<file path="config.mk">
export PLATFORM = sky130hd
export DESIGN_NAME = fetchUnit
export DESIGN_NICKNAME = d
export VERILOG_FILES = /design/src/design/fetchPkg.sv /design/src/design/insnExpander.sv /design/src/design/branchTarget.sv /design/src/design/returnStack.sv /design/src/design/fetchBuffer.sv /design/src/design/fetchUnit.sv
export SDC_FILE = /design/constraint.sdc
export NUM_CORES = 1
export LEC_CHECK = 0
export ABC_AREA = 1
export ABC_CLOCK_PERIOD_IN_PS = 6050
export BUFFER_PORTS_ARGS = -buffer_cell sky130_fd_sc_hd__buf_4
export CAP_MARGIN = 10
export CORE_MARGIN = 1.5
export CORE_UTILIZATION = 44
export CTS_CLUSTER_SIZE = 8
export DETAILED_ROUTE_END_ITERATION = 10
export PLACE_DENSITY = 0.63
export SYNTH_ARGS = -nofsm -noshare
export SYNTH_HDL_FRONTEND = slang
export SYNTH_SLANG_ARGS = --single-unit
</file>
<file path="constraint.sdc">
create_clock -name clk -period 6.05 [get_ports clk]
set_clock_uncertainty 0.2 [all_clocks]
set_input_delay 0.3025 -clock clk [delete_from_list [all_inputs] [get_ports clk]]
set_output_delay 0.3025 -clock clk [all_outputs]
set_load 0.01 [all_outputs]
</file>
<file path="src/design/fetchPkg.sv">
// ==================================================
// shared definitions for the fetch stage
//   instruction and length code widths
//   opcode enum and its decode function
//   byte length codes
// ==================================================

package fetchPkg;

	// full width of an expanded instruction
	localparam int INSN_W = 48;
	// width of a byte length code
	localparam int LEN_W = 3;
	// opcode field sits in bits 5..0
	localparam int OP_W = 6;

	// ==================================================
	// byte length codes
	// ==================================================
	// compressed word
	localparam logic [LEN_W-1:0] LEN_2 = 3'd2;
	// normal word
	localparam logic [LEN_W-1:0] LEN_4 = 3'd4;
	// long word
	localparam logic [LEN_W-1:0] LEN_6 = 3'd6;

	// opcodes the front end cares about
	typedef enum logic [OP_W-1:0] {
		OP_ALU  = 6'h04,
		OP_JMP  = 6'h18,
		OP_CALL = 6'h19,
		OP_RET  = 6'h29,
		OP_BCC  = 6'h38
	} opcodeE;

	// map a raw opcode field onto the enum
	// anything unknown behaves like an ordinary instruction
	function automatic opcodeE decodeOp(input logic [OP_W-1:0] code);
		opcodeE op;
		case (code)
			OP_BCC, OP_JMP, OP_CALL, OP_RET:
				op = opcodeE'(code);
			default:
				op = OP_ALU;
		endcase
		return op;
	endfunction

endpackage

</file>
<file path="src/design/insnExpander.sv">
// ==================================================
// length decode and expansion of fetched words
//   2-byte compressed words grow to the 48-bit form
//   4-byte words get their unused bytes cleared
// ==================================================

`timescale 1ns/1ps

module insnExpander
(
	input  logic [fetchPkg::INSN_W-1:0] rawInsn_i,
	output logic [fetchPkg::INSN_W-1:0] insn_o,
	output logic [fetchPkg::LEN_W-1:0]  len_o
);

	// bit 7 marks a compressed word
	logic isCompressed;
	// bit 6 selects the long form for uncompressed words
	logic isLong;
	// opcode field, identical in all forms
	logic [fetchPkg::OP_W-1:0] opBits;
	// candidate expanded words
	logic [fetchPkg::INSN_W-1:0] expandC;
	logic [fetchPkg::INSN_W-1:0] expand4;

	assign isCompressed = rawInsn_i[7];
	assign isLong = rawInsn_i[6];
	assign opBits = rawInsn_i[fetchPkg::OP_W-1:0];

	// compressed form
	// byte 1 becomes the low displacement byte at 23..16
	// length bits 7..6 are cleared, rest is zero
	assign expandC = {
		{(fetchPkg::INSN_W-24){1'b0}},
		rawInsn_i[15:8],
		8'h00,
		2'b00,
		opBits
	};

	// only the low four bytes of a 4-byte word are valid
	assign expand4 = {{(fetchPkg::INSN_W-32){1'b0}}, rawInsn_i[31:0]};

	// ==================================================
	// length rule and word select
	// ==================================================
	always_comb
	begin
		if (isCompressed)
		begin
			len_o = fetchPkg::LEN_2;
			insn_o = expandC;
		end
		else if (!isLong)
		begin
			len_o = fetchPkg::LEN_4;
			insn_o = expand4;
		end
		else
		begin
			// 6-byte word uses every raw bit
			len_o = fetchPkg::LEN_6;
			insn_o = rawInsn_i;
		end
	end

endmodule

</file>
<file path="src/design/branchTarget.sv">
// ==================================================
// head instruction classifier
//   opcode decode of the head slot
//   branch, jump, call and return targets
//   take decision and call/return flags
// ==================================================

`timescale 1ns/1ps

module branchTarget
#(
	parameter int AW = 32
)
(
	input  logic [fetchPkg::INSN_W-1:0] insn_i,
	input  logic [AW-1:0]               pc_i,
	input  logic                        valid_i,
	input  logic                        predictTaken_i,
	input  logic [AW-1:0]               retPc_i,
	output logic [AW-1:0]               target_o,
	output logic                        take_o,
	output logic                        isCall_o,
	output logic                        isRet_o
);

	// decoded opcode of the head
	fetchPkg::opcodeE op;
	// pc relative target of a conditional branch
	logic [AW-1:0] relTarget;
	// absolute target of jump and call
	logic [31:0] absTarget;
	// unconditional redirect
	logic isUncond;

	assign op = fetchPkg::decodeOp(insn_i[fetchPkg::OP_W-1:0]);

	// displacement in 31..16, sign extended to the address width
	assign relTarget = pc_i + {{(AW-16){insn_i[31]}}, insn_i[31:16]};

	// address field in 39..8, always halfword aligned
	assign absTarget = {insn_i[39:9], 1'b0};

	// ==================================================
	// target select
	// ==================================================
	always_comb
	begin
		case (op)
			fetchPkg::OP_BCC:
				target_o = relTarget;
			fetchPkg::OP_JMP, fetchPkg::OP_CALL:
				target_o = AW'(absTarget);
			fetchPkg::OP_RET:
				target_o = retPc_i;
			default:
				// never taken, target is a don't care
				target_o = pc_i;
		endcase
	end

	assign isCall_o = (op == fetchPkg::OP_CALL);
	assign isRet_o = (op == fetchPkg::OP_RET);
	assign isUncond = (op == fetchPkg::OP_JMP) || isCall_o || isRet_o;

	// ==================================================
	// take decision
	// ==================================================
	// jumps, calls and returns always redirect
	// conditional branches follow the prediction
	always_comb
	begin
		take_o = 1'b0;
		if (valid_i)
		begin
			if (isUncond)
				take_o = 1'b1;
			else if (op == fetchPkg::OP_BCC)
				take_o = predictTaken_i;
		end
	end

endmodule

</file>
<file path="src/design/returnStack.sv">
// ==================================================
// return address stack
//   circular storage with top pointer and count
//   push on a queued call, pop on a queued return
//   empty stack reads as the reset address
// ==================================================

`timescale 1ns/1ps

module returnStack
#(
	parameter int            AW        = 32,
	parameter logic [AW-1:0] RST_PC    = 32'h0000_0100,
	parameter int            RSB_DEPTH = 8
)
(
	input  logic          clk,
	input  logic          rst,
	input  logic          push_i,
	input  logic [AW-1:0] pushPc_i,
	input  logic          pop_i,
	output logic [AW-1:0] top_o
);

	localparam int PTR_W = $clog2(RSB_DEPTH);
	// count saturates here, older entries get overwritten
	localparam logic [PTR_W:0] FULL_CNT = (PTR_W+1)'(RSB_DEPTH);

	// return addresses
	logic [AW-1:0] stack [RSB_DEPTH];
	// index of the current top entry
	logic [PTR_W-1:0] topPtr;
	// slot the next push lands in, wraps around
	logic [PTR_W-1:0] nextPtr;
	// number of live entries
	logic [PTR_W:0] count;

	assign nextPtr = topPtr + 1'b1;

	// ==================================================
	// pointer and occupancy
	// ==================================================
	always_ff @(posedge clk)
	begin
		if (rst)
		begin
			topPtr <= '0;
			count <= '0;
		end
		else if (push_i)
		begin
			topPtr <= nextPtr;
			if (count != FULL_CNT)
				count <= count + 1'b1;
		end
		else if (pop_i && count != '0)
		begin
			// popping an empty stack leaves it empty
			topPtr <= topPtr - 1'b1;
			count <= count - 1'b1;
		end
	end

	// entry write
	always_ff @(posedge clk)
	begin
		if (push_i)
			stack[nextPtr] <= pushPc_i;
	end

	assign top_o = (count == '0) ? RST_PC : stack[topPtr];

	// only one instruction is queued per cycle, so a call and a return
	// never retire together
	aPushPop: assert property (@(posedge clk) disable iff (rst) !(push_i && pop_i));

endmodule

</file>
<file path="src/design/fetchBuffer.sv">
// ==================================================
// two-slot fetch buffer
//   slots A and B with valid, word, pc and length
//   head pointer and fetch address register
//   fill steering, taken-head redirect, miss flush
//   return stack push and pop strobes
// ==================================================

`timescale 1ns/1ps

module fetchBuffer
#(
	parameter int            AW     = 32,
	parameter logic [AW-1:0] RST_PC = 32'h0000_0100
)
(
	input  logic                        clk,
	input  logic                        rst,
	input  logic [fetchPkg::INSN_W-1:0] fetchInsn_i,
	input  logic [fetchPkg::LEN_W-1:0]  fetchLen_i,
	input  logic                        hit_i,
	input  logic                        freeze_i,
	input  logic                        queued_i,
	input  logic                        branchMiss_i,
	input  logic [AW-1:0]               missPc_i,
	input  logic [AW-1:0]               target_i,
	input  logic                        take_i,
	input  logic                        isCall_i,
	input  logic                        isRet_i,
	output logic [AW-1:0]               pc_o,
	output logic                        headValid_o,
	output logic [fetchPkg::INSN_W-1:0] headInsn_o,
	output logic [AW-1:0]               headPc_o,
	output logic [fetchPkg::LEN_W-1:0]  headLen_o,
	output logic                        push_o,
	output logic [AW-1:0]               pushPc_o,
	output logic                        pop_o
);

	// slot state
	logic aValid;
	logic bValid;
	logic [fetchPkg::INSN_W-1:0] aInsn;
	logic [fetchPkg::INSN_W-1:0] bInsn;
	logic [AW-1:0] aPc;
	logic [AW-1:0] bPc;
	logic [fetchPkg::LEN_W-1:0] aLen;
	logic [fetchPkg::LEN_W-1:0] bLen;
	// head pointer, low selects A
	logic headSel;
	// fetch address
	logic [AW-1:0] fetchPc;
	// valid bit of the slot behind the head
	logic otherValid;
	// head accepted by the queue stage
	logic headQueued;
	// slot write enables
	logic fillEn;
	logic fillA;
	logic fillB;

	// ==================================================
	// head select
	// ==================================================
	assign headValid_o = headSel ? bValid : aValid;
	assign headInsn_o = headSel ? bInsn : aInsn;
	assign headPc_o = headSel ? bPc : aPc;
	assign headLen_o = headSel ? bLen : aLen;
	assign otherValid = headSel ? aValid : bValid;
	assign pc_o = fetchPc;

	assign headQueued = queued_i & headValid_o;

	// return stack strobes, return address is the next sequential pc
	assign push_o = headQueued & isCall_i;
	assign pop_o = headQueued & isRet_i;
	assign pushPc_o = headPc_o + {{(AW-fetchPkg::LEN_W){1'b0}}, headLen_o};

	// fill only in the plain sequential case
	// a miss or a taken head suppresses it
	assign fillEn = hit_i & ~freeze_i & ~branchMiss_i & ~take_i & ~(aValid & bValid);
	// A is preferred, which also covers the both-empty case
	assign fillA = fillEn & ~aValid;
	assign fillB = fillEn & aValid & ~bValid;

	// ==================================================
	// control state
	// ==================================================
	always_ff @(posedge clk)
	begin
		if (rst)
		begin
			aValid <= 1'b0;
			bValid <= 1'b0;
			headSel <= 1'b0;
			fetchPc <= RST_PC;
		end
		else if (branchMiss_i)
		begin
			// flush everything and restart at the miss address
			aValid <= 1'b0;
			bValid <= 1'b0;
			headSel <= 1'b0;
			fetchPc <= missPc_i;
		end
		else if (take_i)
		begin
			// head redirects fetch, partner slot was fetched down the wrong path
			fetchPc <= target_i;
			if (headSel)
			begin
				bValid <= ~headQueued;
				aValid <= 1'b0;
			end
			else
			begin
				aValid <= ~headQueued;
				bValid <= 1'b0;
			end
			headSel <= headSel ^ headQueued;
		end
		else
		begin
			// retire the head and move to the partner
			if (headQueued)
			begin
				if (headSel)
					bValid <= 1'b0;
				else
					aValid <= 1'b0;
				headSel <= ~headSel;
			end
			if (fillA)
			begin
				aValid <= 1'b1;
				// empty buffer restarts at A
				if (!bValid)
					headSel <= 1'b0;
			end
			if (fillB)
				bValid <= 1'b1;
			if (fillEn)
				fetchPc <= fetchPc + {{(AW-fetchPkg::LEN_W){1'b0}}, fetchLen_i};
		end
	end

	// ==================================================
	// slot payload
	// ==================================================
	always_ff @(posedge clk)
	begin
		if (fillA)
		begin
			aInsn <= fetchInsn_i;
			aPc <= fetchPc;
			aLen <= fetchLen_i;
		end
		if (fillB)
		begin
			bInsn <= fetchInsn_i;
			bPc <= fetchPc;
			bLen <= fetchLen_i;
		end
	end

	// queue stage may only accept a valid head
	aQueuedValid: assert property (@(posedge clk) disable iff (rst) queued_i |-> headValid_o);

	// the pointer never rests on an empty slot while the partner holds a word
	aHeadConsistent: assert property (@(posedge clk) disable iff (rst)
		!(!headValid_o && otherValid));

endmodule

</file>
<file path="src/design/fetchUnit.sv">
// ==================================================
// instruction fetch stage top level
//   length decode and expander
//   two-slot fetch buffer
//   branch target and take logic
//   return address stack
// ==================================================

`timescale 1ns/1ps

module fetchUnit
#(
	parameter int            AW        = 32,
	parameter logic [AW-1:0] RST_PC    = 32'h0000_0100,
	parameter int            RSB_DEPTH = 8
)
(
	input  logic                        clk,
	input  logic                        rst,
	input  logic [fetchPkg::INSN_W-1:0] insn_i,
	input  logic                        hit_i,
	input  logic                        freeze_i,
	input  logic                        predictTaken_i,
	input  logic                        queued_i,
	input  logic                        branchMiss_i,
	input  logic [AW-1:0]               missPc_i,
	output logic [AW-1:0]               pc_o,
	output logic                        headValid_o,
	output logic [fetchPkg::INSN_W-1:0] headInsn_o,
	output logic [AW-1:0]               headPc_o,
	output logic [fetchPkg::LEN_W-1:0]  headLen_o,
	output logic                        takeBranch_o
);

	// expanded fetch word and its length
	logic [fetchPkg::INSN_W-1:0] expInsn;
	logic [fetchPkg::LEN_W-1:0] expLen;
	// head classification
	logic [AW-1:0] target;
	logic isCall;
	logic isRet;
	// return stack traffic
	logic push;
	logic pop;
	logic [AW-1:0] pushPc;
	logic [AW-1:0] retPc;

	insnExpander i_expander
	(
		.rawInsn_i (insn_i),
		.insn_o    (expInsn),
		.len_o     (expLen)
	);

	fetchBuffer #(.AW(AW), .RST_PC(RST_PC)) i_buffer
	(
		.clk          (clk),
		.rst          (rst),
		.fetchInsn_i  (expInsn),
		.fetchLen_i   (expLen),
		.hit_i        (hit_i),
		.freeze_i     (freeze_i),
		.queued_i     (queued_i),
		.branchMiss_i (branchMiss_i),
		.missPc_i     (missPc_i),
		.target_i     (target),
		.take_i       (takeBranch_o),
		.isCall_i     (isCall),
		.isRet_i      (isRet),
		.pc_o         (pc_o),
		.headValid_o  (headValid_o),
		.headInsn_o   (headInsn_o),
		.headPc_o     (headPc_o),
		.headLen_o    (headLen_o),
		.push_o       (push),
		.pushPc_o     (pushPc),
		.pop_o        (pop)
	);

	branchTarget #(.AW(AW)) i_target
	(
		.insn_i         (headInsn_o),
		.pc_i           (headPc_o),
		.valid_i        (headValid_o),
		.predictTaken_i (predictTaken_i),
		.retPc_i        (retPc),
		.target_o       (target),
		.take_o         (takeBranch_o),
		.isCall_o       (isCall),
		.isRet_o        (isRet)
	);

	returnStack #(.AW(AW), .RST_PC(RST_PC), .RSB_DEPTH(RSB_DEPTH)) i_rsb
	(
		.clk      (clk),
		.rst      (rst),
		.push_i   (push),
		.pushPc_i (pushPc),
		.pop_i    (pop),
		.top_o    (retPc)
	);

endmodule

</file>
Word level (Yosys, flattened, before mapping)
Memories as Yosys holds them, arrays and structs flattened. A register that Yosys moved wholly into a read port is not among the register bits. Index checks and enable logic that the tools add are counted.

Bits of input ports: 87. Register bits: 208. Memories kept: 1. Logic and storage cells: 107. Output and inout bits: 117. Latch bits: 0. RAM bits: 256. Bits in read-only memories: 0.

Order comparisons: 0. $add $sub $neg: 7. $mul: 0. Reduce and logical (&&, ||, !) cells: 16. Div/mod/pow operators: 0. Shift operators: 0. Multiplexer cells: 40. Eq/ne operators: 11. Bitwise gates (word level): 20.

Memory list: i_rsb.stack (words 8, width 32, read ports 1, clocked after Yosys merged registers in 1, write ports 1, RTL line returnStack.sv:30) `logic [AW-1:0] stack [RSB_DEPTH];`.

Operators by type and width (number): 32-bit 2-to-1 mux (5); 48-bit 2-to-1 mux (3); 32-bit case mux with 3 select lines (1); 32-bit by 3-bit adder with 32-bit output (2); 32-bit adder (1); 6-bit by 5-bit equality test with 1-bit output, second input constant (4); 6-bit equality test, second input constant (4); 1-bit 2-to-1 mux (20); 3-bit 2-to-1 mux (6); 4-bit 2-to-1 mux (3); 3-bit nonzero test (4); 1-bit AND (11); 1-bit inverter (8); 6-bit 2-to-1 mux (1); 2-bit AND reduction (3); 4-bit by 1-bit adder with 4-bit output, second input constant (1); 4-bit zero test (1); 4-bit != test, second input constant (1); 4-bit nonzero test (1); 2-bit OR reduction (2); 4-bit OR reduction (1); 4-bit by 1-bit subtractor with 4-bit output, second input constant (1); 3-bit by 1-bit adder with 3-bit output, second input constant (1); 3-bit by 2-bit != test with 1-bit output, second input constant (1); 7 further kinds (8).

Longest topological paths before layout
Gate-level depths: netlist of the first run.

Word-level depth: 16. Gate-level depth with buffers: 25. Mapped depth without buffers: 22.

Cells and area by module
From an unflattened synthesis of the first run, not the netlist that was laid out.

Cells, all modules: 2895. Area total of the unflattened synthesis: 24694.9 µm².

Modules (own cells, without submodules): returnStack (cells an instance 914, area an instance 10759.1 µm², instances 1, sequential area each 7887.6 µm²); fetchBuffer (cells an instance 1141, area an instance 10050.9 µm², instances 1, sequential area each 5685.5 µm²); branchTarget (cells an instance 732, area an instance 3363.2 µm², instances 1, sequential area each 0.0 µm²); insnExpander (cells an instance 108, area an instance 521.8 µm², instances 1, sequential area each 0.0 µm²).

Worst setup path after synthesis of the first run
OpenSTA, ideal clock, no wires.

Path kind: flip-flop to flip-flop. Start: register i_buffer.headSel. End: memory i_rsb.stack[0][31], data pin. Clock period less this slack: 3.878 ns. Data required time: 5.619 ns. Slack: 2.172 ns. Buffers on the path: 6. Setup time: 0.231 ns. Arrival time: 3.447 ns. Cell stages (with the launch flop): 19. Cell sequence: dfxtp_1 > buf_6 > buf_6 > buf_6 > buf_6 > buf_2 > buf_1 > nand2_1 > nand2_1 > ha_1 > inv_1 > fa_1 > nor3_4 > nand2_2 > nor2_2 > nand3_2 > nor2_1 > nand2_1 > xnor2_1.

Word-level cells in the longest chain between the ends: 2. Elaborated cells between the ends (all ways): 3. Classes of those cells: 1 x add/sub; 2 x mux.

RTL lines: start: declaration (RTL line fetchBuffer.sv:50) `logic headSel;`; start signal: assignment (RTL line fetchBuffer.sv:120) `headSel <= headSel ^ headQueued;`; start signal: assignment (RTL line fetchBuffer.sv:131) `headSel <= ~headSel;`; 32-bit 2-to-1 mux (RTL line fetchBuffer.sv:67) `assign headPc_o = headSel ? bPc : aPc;`; via headPc_o[1] (RTL line fetchUnit.sv:30) `output logic [AW-1:0] headPc_o,`; 32-bit by 3-bit adder with 32-bit output (RTL line fetchBuffer.sv:77) `assign pushPc_o = headPc_o + {{(AW-fetchPkg::LEN_W){1'b0}}, headLen_o};`; via i_buffer.pushPc_o[31] (RTL line fetchBuffer.sv:36) `output logic [AW-1:0] pushPc_o,`; end: declaration (RTL line returnStack.sv:30).

The timed path passes the listed nets, and every way through them passes these cells.

Worst setup path in the final report of the first run
Start: register i_buffer.headSel. End: register i_buffer.fetchPc[5], in the netlist i_buffer.pc_o[5].

Word-level cells in the longest chain between the ends: 13. Elaborated cells between the ends (all ways): 27. Classes of those cells: 1 x add/sub; 8 x eq/ne; 10 x mux; 3 x bitwise; 5 x reduce/logical.

RTL lines: 48-bit 2-to-1 mux (RTL line fetchBuffer.sv:66) `assign headInsn_o = headSel ? bInsn : aInsn;`; 6-bit equality test / 6-bit by 5-bit equality test with 1-bit output (equally long branches) (RTL line fetchPkg.sv:40) `case (code)`; 4-bit OR reduction (RTL line fetchPkg.sv:40); 6-bit 2-to-1 mux (RTL line fetchPkg.sv:40); 6-bit by 5-bit equality test with 1-bit output, on equally long branches (RTL line branchTarget.sv:48, branchTarget.sv:63, branchTarget.sv:61); 1-bit logical OR (2 in series) (RTL line branchTarget.sv:63) `assign isUncond = (op == fetchPkg::OP_JMP) || isCall_o || isRet_o;`; 1-bit 2-to-1 mux (RTL line branchTarget.sv:75) `if (isUncond)`; 1-bit 2-to-1 mux (RTL line branchTarget.sv:73) `if (valid_i)`; 1-bit inverter (RTL line fetchBuffer.sv:81) `assign fillEn = hit_i & ~freeze_i & ~branchMiss_i & ~take_i & ~(aValid & bValid);`; 1-bit AND (2 in series) (RTL line fetchBuffer.sv:81); 3-bit nonzero test (no source line); end signal: assignment (RTL line fetchBuffer.sv:104) `fetchPc <= missPc_i;`; end signal: assignment (RTL line fetchBuffer.sv:109) `fetchPc <= target_i;`; end signal: assignment (RTL line fetchBuffer.sv:143) `fetchPc <= fetchPc + {{(AW-fetchPkg::LEN_W){1'b0}}, fetchLen_i};`; end: declaration (RTL line fetchBuffer.sv:52) `logic [AW-1:0] fetchPc;`.

Parallel ways exist; a longest one is shown, timed or not. A chain may end at the register's enable or synchronous reset.

==> results of run 1 <==
cell type report:
cell class / count / area, um2
timing repair buffer: 322 / 2680
clock buffer: 100 / 1870
tap: 688 / 861
inverter: 234 / 881
fill: 4665 / 24000
clock inverter: 7 / 110
sequential: 463 / 13500
multi-input combinational: 1784 / 8660
cells by family (layout without fill, tap and decap cells):
| logic type | count (synthesis) | in the layout | synth area share [%] |
|---|---|---|---|
| AND/OR/NAND/NOR | 1291 | 1291 | 22.8 |
| flip-flops | 463 | 463 | 57.4 |
| AO/OA/AOI/OAI | 380 | 380 | 8.82 |
| buffers and inverters | 342 | 663 | 5.95 |
| XOR/XNOR | 64 | 64 | 2.39 |
| adder cells (fa/ha/maj) | 45 | 45 | 2.53 |
| multiplexers | 2 | 2 | 0.0854 |
| other | 1 | 2 | 0.0160 |
where the power goes:
| part | switching, mW | internal (mW) | leakage (nW) |
|---|---|---|---|
| registers | 0.0482 | 3.53 | 4.17 |
| logic | 0.334 | 0.230 | 6.57 |
| clock network | 1.36 | 2.14 | 0.951 |
| total | 1.75 | 5.90 | 11.7 |
what timing repair did:
action,CTS,global route
hold buffers,94,0
hold endpoints to repair,128,0
buffers inserted,0,0
placed cells by master, fill, tap and decap left out, types with 3 or more instances in the layout:
| cell | Yosys | layout |
|---|---|---|
| a21boi_0 | 3 | 3 |
| a21oi_1 | 82 | 82 |
| a22oi_1 | 10 | 10 |
| a31oi_1 | 8 | 8 |
| and2_1 | 3 | 3 |
| buf_4 | 6 | 226 |
| clkbuf_1 | 61 | 29 |
| clkbuf_16 | 0 | 70 |
| clkinv_1 | 2 | 3 |
| dfxtp_1 | 45 | 42 |
| dlygate4sd3_1 | 0 | 94 |
| edfxtp_1 | 418 | 418 |
| fa_1 | 4 | 4 |
| ha_1 | 41 | 41 |
| inv_1 | 220 | 216 |
| inv_16 | 0 | 3 |
| inv_2 | 12 | 14 |
| nand2_1 | 768 | 768 |
| nand2_2 | 11 | 11 |
| nand3_1 | 84 | 84 |
| nand3_2 | 4 | 4 |
| nand4_1 | 22 | 22 |
| nor2_1 | 300 | 291 |
| nor2_2 | 8 | 8 |
| nor2_4 | 4 | 13 |
| nor3_1 | 27 | 27 |
| o21ai_0 | 196 | 196 |
| o21ai_1 | 14 | 14 |
| o21ai_2 | 8 | 8 |
| o21bai_1 | 4 | 4 |
| o22ai_1 | 47 | 47 |
| or2_2 | 48 | 48 |
| xnor2_1 | 12 | 12 |
| xor2_1 | 52 | 52 |
worst paths after layout:
kind / cells after the start / slack, ps / to / start
setup / recovery: 16 / 1700 / i_buffer.pc_o[5] / i_buffer.headSel
setup reg to reg: 16 / 1700 / i_buffer.pc_o[5] / i_buffer.headSel
hold / removal: 5 / 60 / i_buffer.pc_o[15] / branchMiss_i
hold reg to reg: 1 / 300 / i_rsb.count[3] / i_rsb.count[3]
worst reg2reg max path: stages (launching register included):
cell and delay, ps:
dfxtp_4 460, inv_2 100, buf_4 410, nand2_1 100, nand2_1 140, nor2_1 70, nand2_1 120, nor2_1 60
a21oi_1 200, nand2_1 100, nand2_2 480, nand3_2 800, nand2_1 260, inv_1 80, nand2_1 70, a21oi_1 50
dlygate4sd3_1 550
metal layers:
layer  vias to the layer above  wire length, um
met5                         -                0
met4                         0             1720
met3                       122             5230
met2                       737            34400
met1                      9220            30800
li1                       9190                -
registers in the layout, summed over array words and instances (netlist names), named ones only:
name              flops
i_rsb.stack         256
i_buffer.aInsn       47
i_buffer.bInsn       47
i_buffer.aPc         32
i_buffer.bPc         32
i_buffer.pc_o        32
i_rsb.count           4
i_rsb.topPtr          3
i_buffer.aLen         2
i_buffer.bLen         2
i_buffer.aValid       1
i_buffer.bValid       1
i_buffer.headSel      1
==> flow_summary.toml, run 1 <==
[floorplan]
die_w_um = 234
start_util_pct = 44.6
std_cell_rows = 84
fp.dieH_um = 234
io_pins = 204
core_area_um2 = 52600
die_area_um2 = 54700

[layout]
drive_above_1_share_pct = 14.5
post-route-util_pct = 54.3
layout.cells.non_filler = 3598
syn_to_final_growth_pct = 21.7
design_area_um2 = 28500
fin_nets = 3005
diodes = 0

[clock_tree]
h-tree-depth = 3
cts_resized = 0
cts-root-buf = "clkbuf_16"
clk_latency_ps = 600
numCtsBuffers = 68
clk_pin_slew_ps = 50
clk_path_buf_depth = 3
cts_tree = "yes"
cts_sinks = 463

[global_routing]
antenna_found_initial = 0
grt_overflow_total = 0
use_met1_pct = 36.1
use_met3_pct = 4.46
grt_busiest_layer = "met2"
grt_pass1_vias = 18882
grt_pass1_wl_um = 110000
grt_max_degree = 72
gr-usage-all-layers_pct = 26.7
met2_usage_pct = 43.9

[synthesis]
synth.avg_cell_area_um2 = 9.05
ys_ff_latch = 463
synthTopCellsByCount = "768 x nand2_1, 418 x edfxtp_1, 300 x nor2_1, 220 x inv_1, 196 x o21ai_0"
syn_inst = 2588
yosys_most_used_dff = "edfxtp_1"
synth_warnings = 0
synth_area_leaders = "edfxtp_1 54%, nand2_1 12%, nor2_1 4.8%"
async_reset_ff_share_pct = 0
yosysUniqueCellTypes = 51
synth_edf_count = 418
post-synth-top-count-cell = "nand2_1"
synth_top_area_share_pct = 53.6
synth_top_area_cell = "edfxtp_1"
yosysSeqAreaShare_pct = 57.4
netlist_area_um2 = 23400

[sta]
final-max-slew-violation-count = 0
rsz0062_at_grt = "no"
min_period_ps = 4350
setup_violations = 0
hold_violations = 0
fin_setup_tns_ps = 0
finalCritPeriodShare_pct = 71.9
whs_ps = 55.9
slew_headroom_pct = 22.3
fmax_ghz = 0.230
tightest_slew_ps = 1160
setup_slack_ps = 1700

[placement]
dp_cells = 3397
preCtsSetupSlack_ps = 1950
gp_congestion = 0.979
io_buffers = 201
dp_hpwl_um = 49100
placed_cell_area_um2 = 25600

[status]
run_status = "finished clean"

[route]
dr.pass1.iters = 5
drtIter0Drc = 1862
drc = 0
ant_nets = 0
via_per_inst = 5.36
wl_per_cell_um = 20.1
drt-total-wl_um = 72200
vias = 19269

[worst_setup_path]
cp.required_ps = 6330
cpLargestDelayFamily = "simple AND/OR/NAND/NOR gates"
cp_slowest_cell = "nand3_2"
worstSetupPathType = "reg2reg"
worstPathBufferInverterCount = 4
startpoint_type = "register"
critPathMostFrequentCell = "nand2_1"
cp_max_fo = 46
critPathMaxStageDelay_ps = 800
cp-end-kind = "register"
arrival_ps = 4630
path_cells = "inv_2, buf_4, nand2_1, nand2_1, nor2_1, nand2_1, nor2_1, a21oi_1, nand2_1, nand2_2, nand3_2, nand2_1, inv_1, nand2_1, a21oi_1, dlygate4sd3_1"

[job]
drv_cap = 0

[power_and_ir_drop]
power_mw = 7.64
cellPowerDensity_nw_per_um2 = 268
p_leak_nw = 11.7
vdd_drop_max_mv = 0.202

[hold_path]
holdCritPathClass = "in2reg"
Note: power is estimated with default switching activity, not from simulation.
==> run 2, diff against run 1 <==
--- a/config.mk
+++ b/config.mk
@@ -6,14 +6,14 @@
 export NUM_CORES = 1
 export LEC_CHECK = 0
 export ABC_AREA = 1
-export ABC_CLOCK_PERIOD_IN_PS = 6050
+export ABC_CLOCK_PERIOD_IN_PS = 3900
 export BUFFER_PORTS_ARGS = -buffer_cell sky130_fd_sc_hd__buf_4
 export CAP_MARGIN = 10
 export CORE_MARGIN = 1.5
 export CORE_UTILIZATION = 44
 export CTS_CLUSTER_SIZE = 8
 export DETAILED_ROUTE_END_ITERATION = 10
-export PLACE_DENSITY = 0.63
+export PLACE_DENSITY = 0.65
 export SYNTH_ARGS = -nofsm -noshare
 export SYNTH_HDL_FRONTEND = slang
 export SYNTH_SLANG_ARGS = --single-unit
==> constraint.sdc (replaced) <==
create_clock -name clk -period 3.9 [get_ports clk]
set_clock_uncertainty 0.2 [all_clocks]
set_input_delay 0.195 -clock clk [delete_from_list [all_inputs] [get_ports clk]]
set_output_delay 0.195 -clock clk [all_outputs]
set_load 0.01 [all_outputs]
==> flow_summary.toml, run 2 (synthesis gave the netlist of run 1 again) <==
[placement]
dp_hpwl_um = 49700
io_buffers = 201
placed_cell_area_um2 = 25900
gp_congestion = 0.981

[sta]
slew_headroom_pct = 46.4
setup_violations = 0
finalCritPeriodShare_pct = 94.7
min_period_ps = 3690
final-max-slew-violation-count = 0
hold_violations = 0
fmax_ghz = 0.271
fin_setup_tns_ps = 0
rsz0062_at_grt = "no"
tightest_slew_ps = 802

[floorplan]
core_area_um2 = 52600
io_pins = 204
die_w_um = 234
start_util_pct = 44.6
std_cell_rows = 84
fp.dieH_um = 234
die_area_um2 = 54700

[worst_setup_path]
critPathMostFrequentCell = "nand2_1"
reg2reg_from = "i_buffer.headSel"
worstSetupPathType = "reg2reg"
critPathMaxStageDelay_ps = 570
cp.required_ps = 4230
cp-end-kind = "register"
arrival_ps = 4020
reg2regPathDepth = 16
cp_max_fo = 13
worst-r2r-setup-slack_ps = 210
path_cells = "buf_4, o21ai_1, inv_1, ha_1, nand2_1, inv_1, nand3_1, nand2_1, xor2_1, a21oi_1, nand2_1, nand2_1, nand2_1, nand2_1, a21oi_1, dlygate4sd3_1"
cp_slowest_cell = "dlygate4sd3_1"
rr_endpoint = "i_buffer.pc_o[5]"
startpoint_type = "register"

[layout]
max_flop_register = "i_rsb.stack"
fill_cells = 4664
largest_reg_flops = 256
biggestRegsByFlops = "i_rsb.stack (256), i_buffer.aInsn (47), i_buffer.bInsn (47)"
fin_nets = 3036
diodes = 0
mostFrequentLayoutCell = "nand2_1"
layout_common_cells = "768 x nand2_1, 418 x edfxtp_1, 291 x nor2_1, 242 x buf_4, 216 x inv_1"
syn_to_final_growth_pct = 23.4
drive_above_1_share_pct = 15.4
design_area_um2 = 28900

[clock_tree]
cts-root-buf = "clkbuf_16"
h-tree-depth = 3
numCtsBuffers = 68
post_cts_buffers = 0
clk_path_buf_depth = 3
cts_tree = "yes"
clk_latency_ps = 610
cts_sinks = 463
clk_pin_slew_ps = 50

[status]
run_status = "finished clean"

[route]
ant_nets = 0
drc = 0
drtIter0Drc = 1822
wl_per_cell_um = 20.1
vias = 19626
via_per_inst = 5.41
drt-total-wl_um = 73100
dr.pass1.iters = 9

[power_and_ir_drop]
cellPowerDensity_nw_per_um2 = 411
p_leak_nw = 11.9
vdd_drop_max_mv = 0.353

[global_routing]
grt_max_degree = 129
grt_pass1_vias = 18620
antenna_found_initial = 0
grt_overflow_total = 0
grt_pass1_wl_um = 110000
gr-usage-all-layers_pct = 26.9

[hold_path]
holdCritPathClass = "in2reg"
whs_endpoint = "i_buffer.aInsn[2]"
hold_start = "insn_i[2]"
worstHoldPathCells = 2

[job]
drv_cap = 0
## run 2: cell count changes in the layout (fill, tap and decap cells not counted), sizes merged
cell         change
clkbuf           +2
inv              +1
dlygate4sd3      +3
clkinvlp         -1
buf             +28
## run 2: report_power, final
part | switching (mW) | internal (mW)
registers | 0.0721 | 5.47
clock network | 2.14 | 3.30
logic | 0.517 | 0.372
total | 2.73 | 9.14
## run 2: per-layer routing
layer  vias to the layer above  wire length (um)  global-route usage, %
met4                         0              2680                   11.3
li1                       9240                 -                      -
met2                       837             34600                   43.2
met3                       128              5210                   4.12
met5                         -                 0                      0
met1                      9421             30600                   36.4
## run 2: worst max path at each step
stage / end / from
final: i_buffer.pc_o[5] / i_buffer.headSel
after global routing: i_rsb.stack[2][23] / i_buffer.headSel
after CTS: i_buffer.pc_o[24] / i_buffer.headSel
after detailed placement: i_buffer.pc_o[24] / i_buffer.headSel
after global placement: i_buffer.pc_o[24] / i_buffer.headSel
after floorplan: i_rsb.stack[0][31] / i_buffer.headSel
## run 2: timing repair
item	CTS	global route
endpoints found under the setup margin	0	81
hold buffers	97	0
hold endpoints to repair	134	0
gates resized for setup	0	14
## run 2: area by class of cell
type	instances	area, um2	area share (%)
Clock buffer	102	1860	6.44
Sequential cell	463	13500	46.6
Tap cell	688	861	2.98
Timing Repair Buffer	353	3070	10.6
Multi-Input combinational cell	1784	8660	30.0
Clock inverter	7	113	0.390
Inverter	234	886	3.06
## run 2: worst max-delay path, delay by kind of cell, from the launching register on
kind	cells	cell delay [ps]
AO/OA/AOI/OAI	3	670
XOR/XNOR	1	160
adder cells (fa/ha/maj)	1	410
buffers and inverters	4	1100
flip-flops	1	390
AND/OR/NAND/NOR	7	720
## run 2: per-stage QoR
step / utilization (%) / power (mW) / setup slack, ps / hold WS (ps) / cells
final: 55.0 / 11.9 / 208 / 116 / 3631
after global routing: 55.0 / 12.2 / 32.1 / 103 / 3631
after CTS: 54.9 / 11.9 / 74.6 / 84.6 / 3630
after detailed placement: 49.3 / 6.43 / 66.4 / 185 / 3424
after global placement: 49.3 / 6.41 / 171 / 181 / 3424
after floorplan: - / 6.06 / 21.9 / 64.1 / 2589
==> run 3, diff against run 2 <==
--- a/config.mk
+++ b/config.mk
@@ -5,7 +5,6 @@
 export SDC_FILE = /design/constraint.sdc
 export NUM_CORES = 1
 export LEC_CHECK = 0
-export ABC_AREA = 1
 export ABC_CLOCK_PERIOD_IN_PS = 3900
 export BUFFER_PORTS_ARGS = -buffer_cell sky130_fd_sc_hd__buf_4
 export CAP_MARGIN = 10
@@ -14,6 +13,7 @@
 export CTS_CLUSTER_SIZE = 8
 export DETAILED_ROUTE_END_ITERATION = 10
 export PLACE_DENSITY = 0.65
+export REMOVE_ABC_BUFFERS = 1
 export SYNTH_ARGS = -nofsm -noshare
 export SYNTH_HDL_FRONTEND = slang
 export SYNTH_SLANG_ARGS = --single-unit
==> flow_summary.toml, run 3 <==
[global_routing]
antenna_found_initial = 0
grt_overflow_total = 0
gr-usage-all-layers_pct = 26.2
grt_pass1_wl_um = 97100
grt_pass1_vias = 15416
grt_max_degree = 58

[power_and_ir_drop]
p_comb_share_pct = 7.4
p_int_mw = 9.21
p_leak_nw = 9.99
power_frac_seq_pct = 46.4
clockPowerShare_pct = 46.2
netSwitchingFraction_pct = 22.6
vdd_drop_max_mv = 0.329
netSwitchingPower_mw = 2.69
cellPowerDensity_nw_per_um2 = 423

[synthesis]
yosysSeqAreaShare_pct = 61.9
synth_top_area_share_pct = 57.8
synth_area_leaders = "edfxtp_1 58%, mux4_2 6.6%, dfxtp_1 4.1%"
async_reset_ff_share_pct = 0
synthTopCellsByCount = "418 x edfxtp_1, 85 x nor2_1, 81 x a21oi_1, 77 x mux2_2, 77 x nand2_1"
yosys_most_used_dff = "edfxtp_1"
ys_ff_latch = 463
post-synth-top-count-cell = "edfxtp_1"
yosysUniqueCellTypes = 85
netlist_area_um2 = 21700
synth_top_area_cell = "edfxtp_1"
synth_edf_count = 418
synth.avg_cell_area_um2 = 14.3
syn_inst = 1521
synth_warnings = 0

[status]
run_status = "finished clean"

[route]
dr.pass1.iters = 7
via_per_inst = 5.71
drtIter0Drc = 1587
drc = 0
ant_nets = 0
wl_per_cell_um = 24.8
drt-total-wl_um = 66200
vias = 15228

[worst_setup_path]
worstSetupPathType = "reg2reg"
crit_start = "i_buffer.headSel"
startpoint_type = "register"
worst-r2r-setup-slack_ps = 70
cp_max_fo = 9
reg2regPathDepth = 13
reg2reg_from = "i_buffer.headSel"
cp-end-kind = "register"
rr_endpoint = "i_buffer.pc_o[30]"
arrival_ps = 4090
cp.required_ps = 4160

[clock_tree]
cts_tree = "yes"
h-tree-depth = 3
cts_sinks = 463
clk_pin_slew_ps = 50
cts-root-buf = "clkbuf_16"
clk_path_buf_depth = 3
numCtsBuffers = 68
clk_latency_ps = 600

[layout]
max_flop_register = "i_rsb.stack"
diodes = 0
design_area_um2 = 28200
layout_common_cells = "418 x edfxtp_1, 325 x buf_4, 94 x dlygate4sd3_1"
post-route-util_pct = 57.6
mostFrequentLayoutCell = "edfxtp_1"
largest_reg_flops = 256
syn_to_final_growth_pct = 29.6
drive_above_1_share_pct = 31.0
biggestRegsByFlops = "i_rsb.stack (256), i_buffer.aInsn (47), i_buffer.bInsn (47)"
fin_nets = 2082
layout.cells.non_filler = 2668

[hold_path]
holdCritPathClass = "in2reg"
worstHoldPathCells = 3
whs_endpoint = "i_buffer.pc_o[10]"
hold_start = "branchMiss_i"

[sta]
final-max-slew-violation-count = 0
hold_violations = 0
whs_ps = 60.7
finalCritPeriodShare_pct = 98.3
tightest_slew_ps = 1110
setup_slack_ps = 68.2
setup_violations = 0
rsz0062_at_grt = "yes"
fmax_ghz = 0.261
slew_headroom_pct = 25.6
min_period_ps = 3830

[placement]
placed_cell_area_um2 = 24900
dp_hpwl_um = 45000
dp_cells = 2445
gp_congestion = 0.969
io_buffers = 201
preCtsSetupSlack_ps = -583

[floorplan]
fp.dieH_um = 225
core_area_um2 = 48800
io_pins = 204
std_cell_rows = 81
die_area_um2 = 50700
start_util_pct = 44.5
die_w_um = 225

[job]
drv_cap = 0
## run 3: cell types whose count changed after synthesis, sizes merged, moves of 64 or more
cell,change
nand2,-703
nor2,-226
o21ai,-191
inv,-180
mux2,+77
mux4,+64
## run 3: cell type report
| class | count | area (um2) |
|---|---|---|
| Fill cell | 3913 | 20700 |
| Clock buffer | 116 | 1900 |
| Timing Repair Buffer | 436 | 3700 |
| Inverter | 53 | 211 |
| Tap cell | 664 | 831 |
| Sequential cell | 463 | 13500 |
| Clock inverter | 8 | 120 |
| Multi-Input combinational cell | 928 | 7920 |
## run 3: cell families after synthesis
group | Yosys count | share of synthesized area [%]
other | 1 | 0.0173
xor gates and xnor gates | 85 | 3.43
buffers and inverters | 131 | 2.56
and+or+nand+nor | 346 | 8.05
DFF | 463 | 61.9
AOI/OAI and AO/OA | 263 | 8.54
adders and majority gates | 45 | 2.73
muxes | 187 | 12.7
## run 3: how the worst max path moves through the flow
| stage | endpoint | slack, ps | depth (start not counted) |
|---|---|---|---|
| 4_1_cts | i_buffer.pc_o[23] | 40 | 12 |
| 3_3_place_gp | i_buffer.pc_o[30] | -610 | 14 |
| 3_5_place_dp | i_buffer.pc_o[30] | -580 | 14 |
| 6_report | i_buffer.pc_o[30] | 70 | 13 |
| 5_1_grt | i_buffer.pc_o[30] | -20 | 13 |
| 2_1_floorplan | i_buffer.aInsn[0] | -4800 | 7 |
## run 3: worst max-delay path: stages, from the launching register on
cell,delay [ps]
dfxtp_4,440
buf_4,150
mux2_2,340
ha_1,250
fa_1,440
a21oi_1,210
o211a_1,270
o21ai_1,150
and3_2,300
a2111oi_4,480
buf_4,190
nor3_1,50
o211ai_1,170
nand2_1,60
## run 3: metal layers
metal | vias to the layer above | part of all wire [%] | global-route usage, %
met1 | 7636 | 40 | 35.2
met4 | 0 | 2.6 | 8.75
met2 | 721 | 49 | 43.8
li1 | 6765 | - | -
met3 | 106 | 8.0 | 3.82
met5 | - | 0 | 0
## run 3: repair_timing
action / in CTS / in global routing
setup endpoints to repair: 11 / 50
hold buffers: 94 / 0
setup buffers: 0 / 4
pin swaps: 1 / 4
gates resized for setup: 11 / 35
gates cloned: 0 / 1
endpoints found under the hold margin: 140 / 0
## run 3: per-stage QoR
step | setup TNS [ps] | power [mW]
2_1_floorplan | -1706890 | 5.97
5_1_grt | -72.5 | 12.2
3_3_place_gp | -773 | 6.37
3_5_place_dp | -1070 | 6.38
6_report | 0 | 11.9
4_1_cts | 0 | 12.0
## run 3: power by group through the flow
stage / Sequential (mW) / Clock, mW / Combinational (mW)
4_1_cts: 5.52 / 5.60 / 0.853
5_1_grt: 5.52 / 5.78 / 0.938
2_1_floorplan: 5.61 / 0 / 0.356
3_5_place_dp: 5.61 / 0 / 0.767
3_3_place_gp: 5.61 / 0 / 0.759
6_report: 5.52 / 5.50 / 0.876
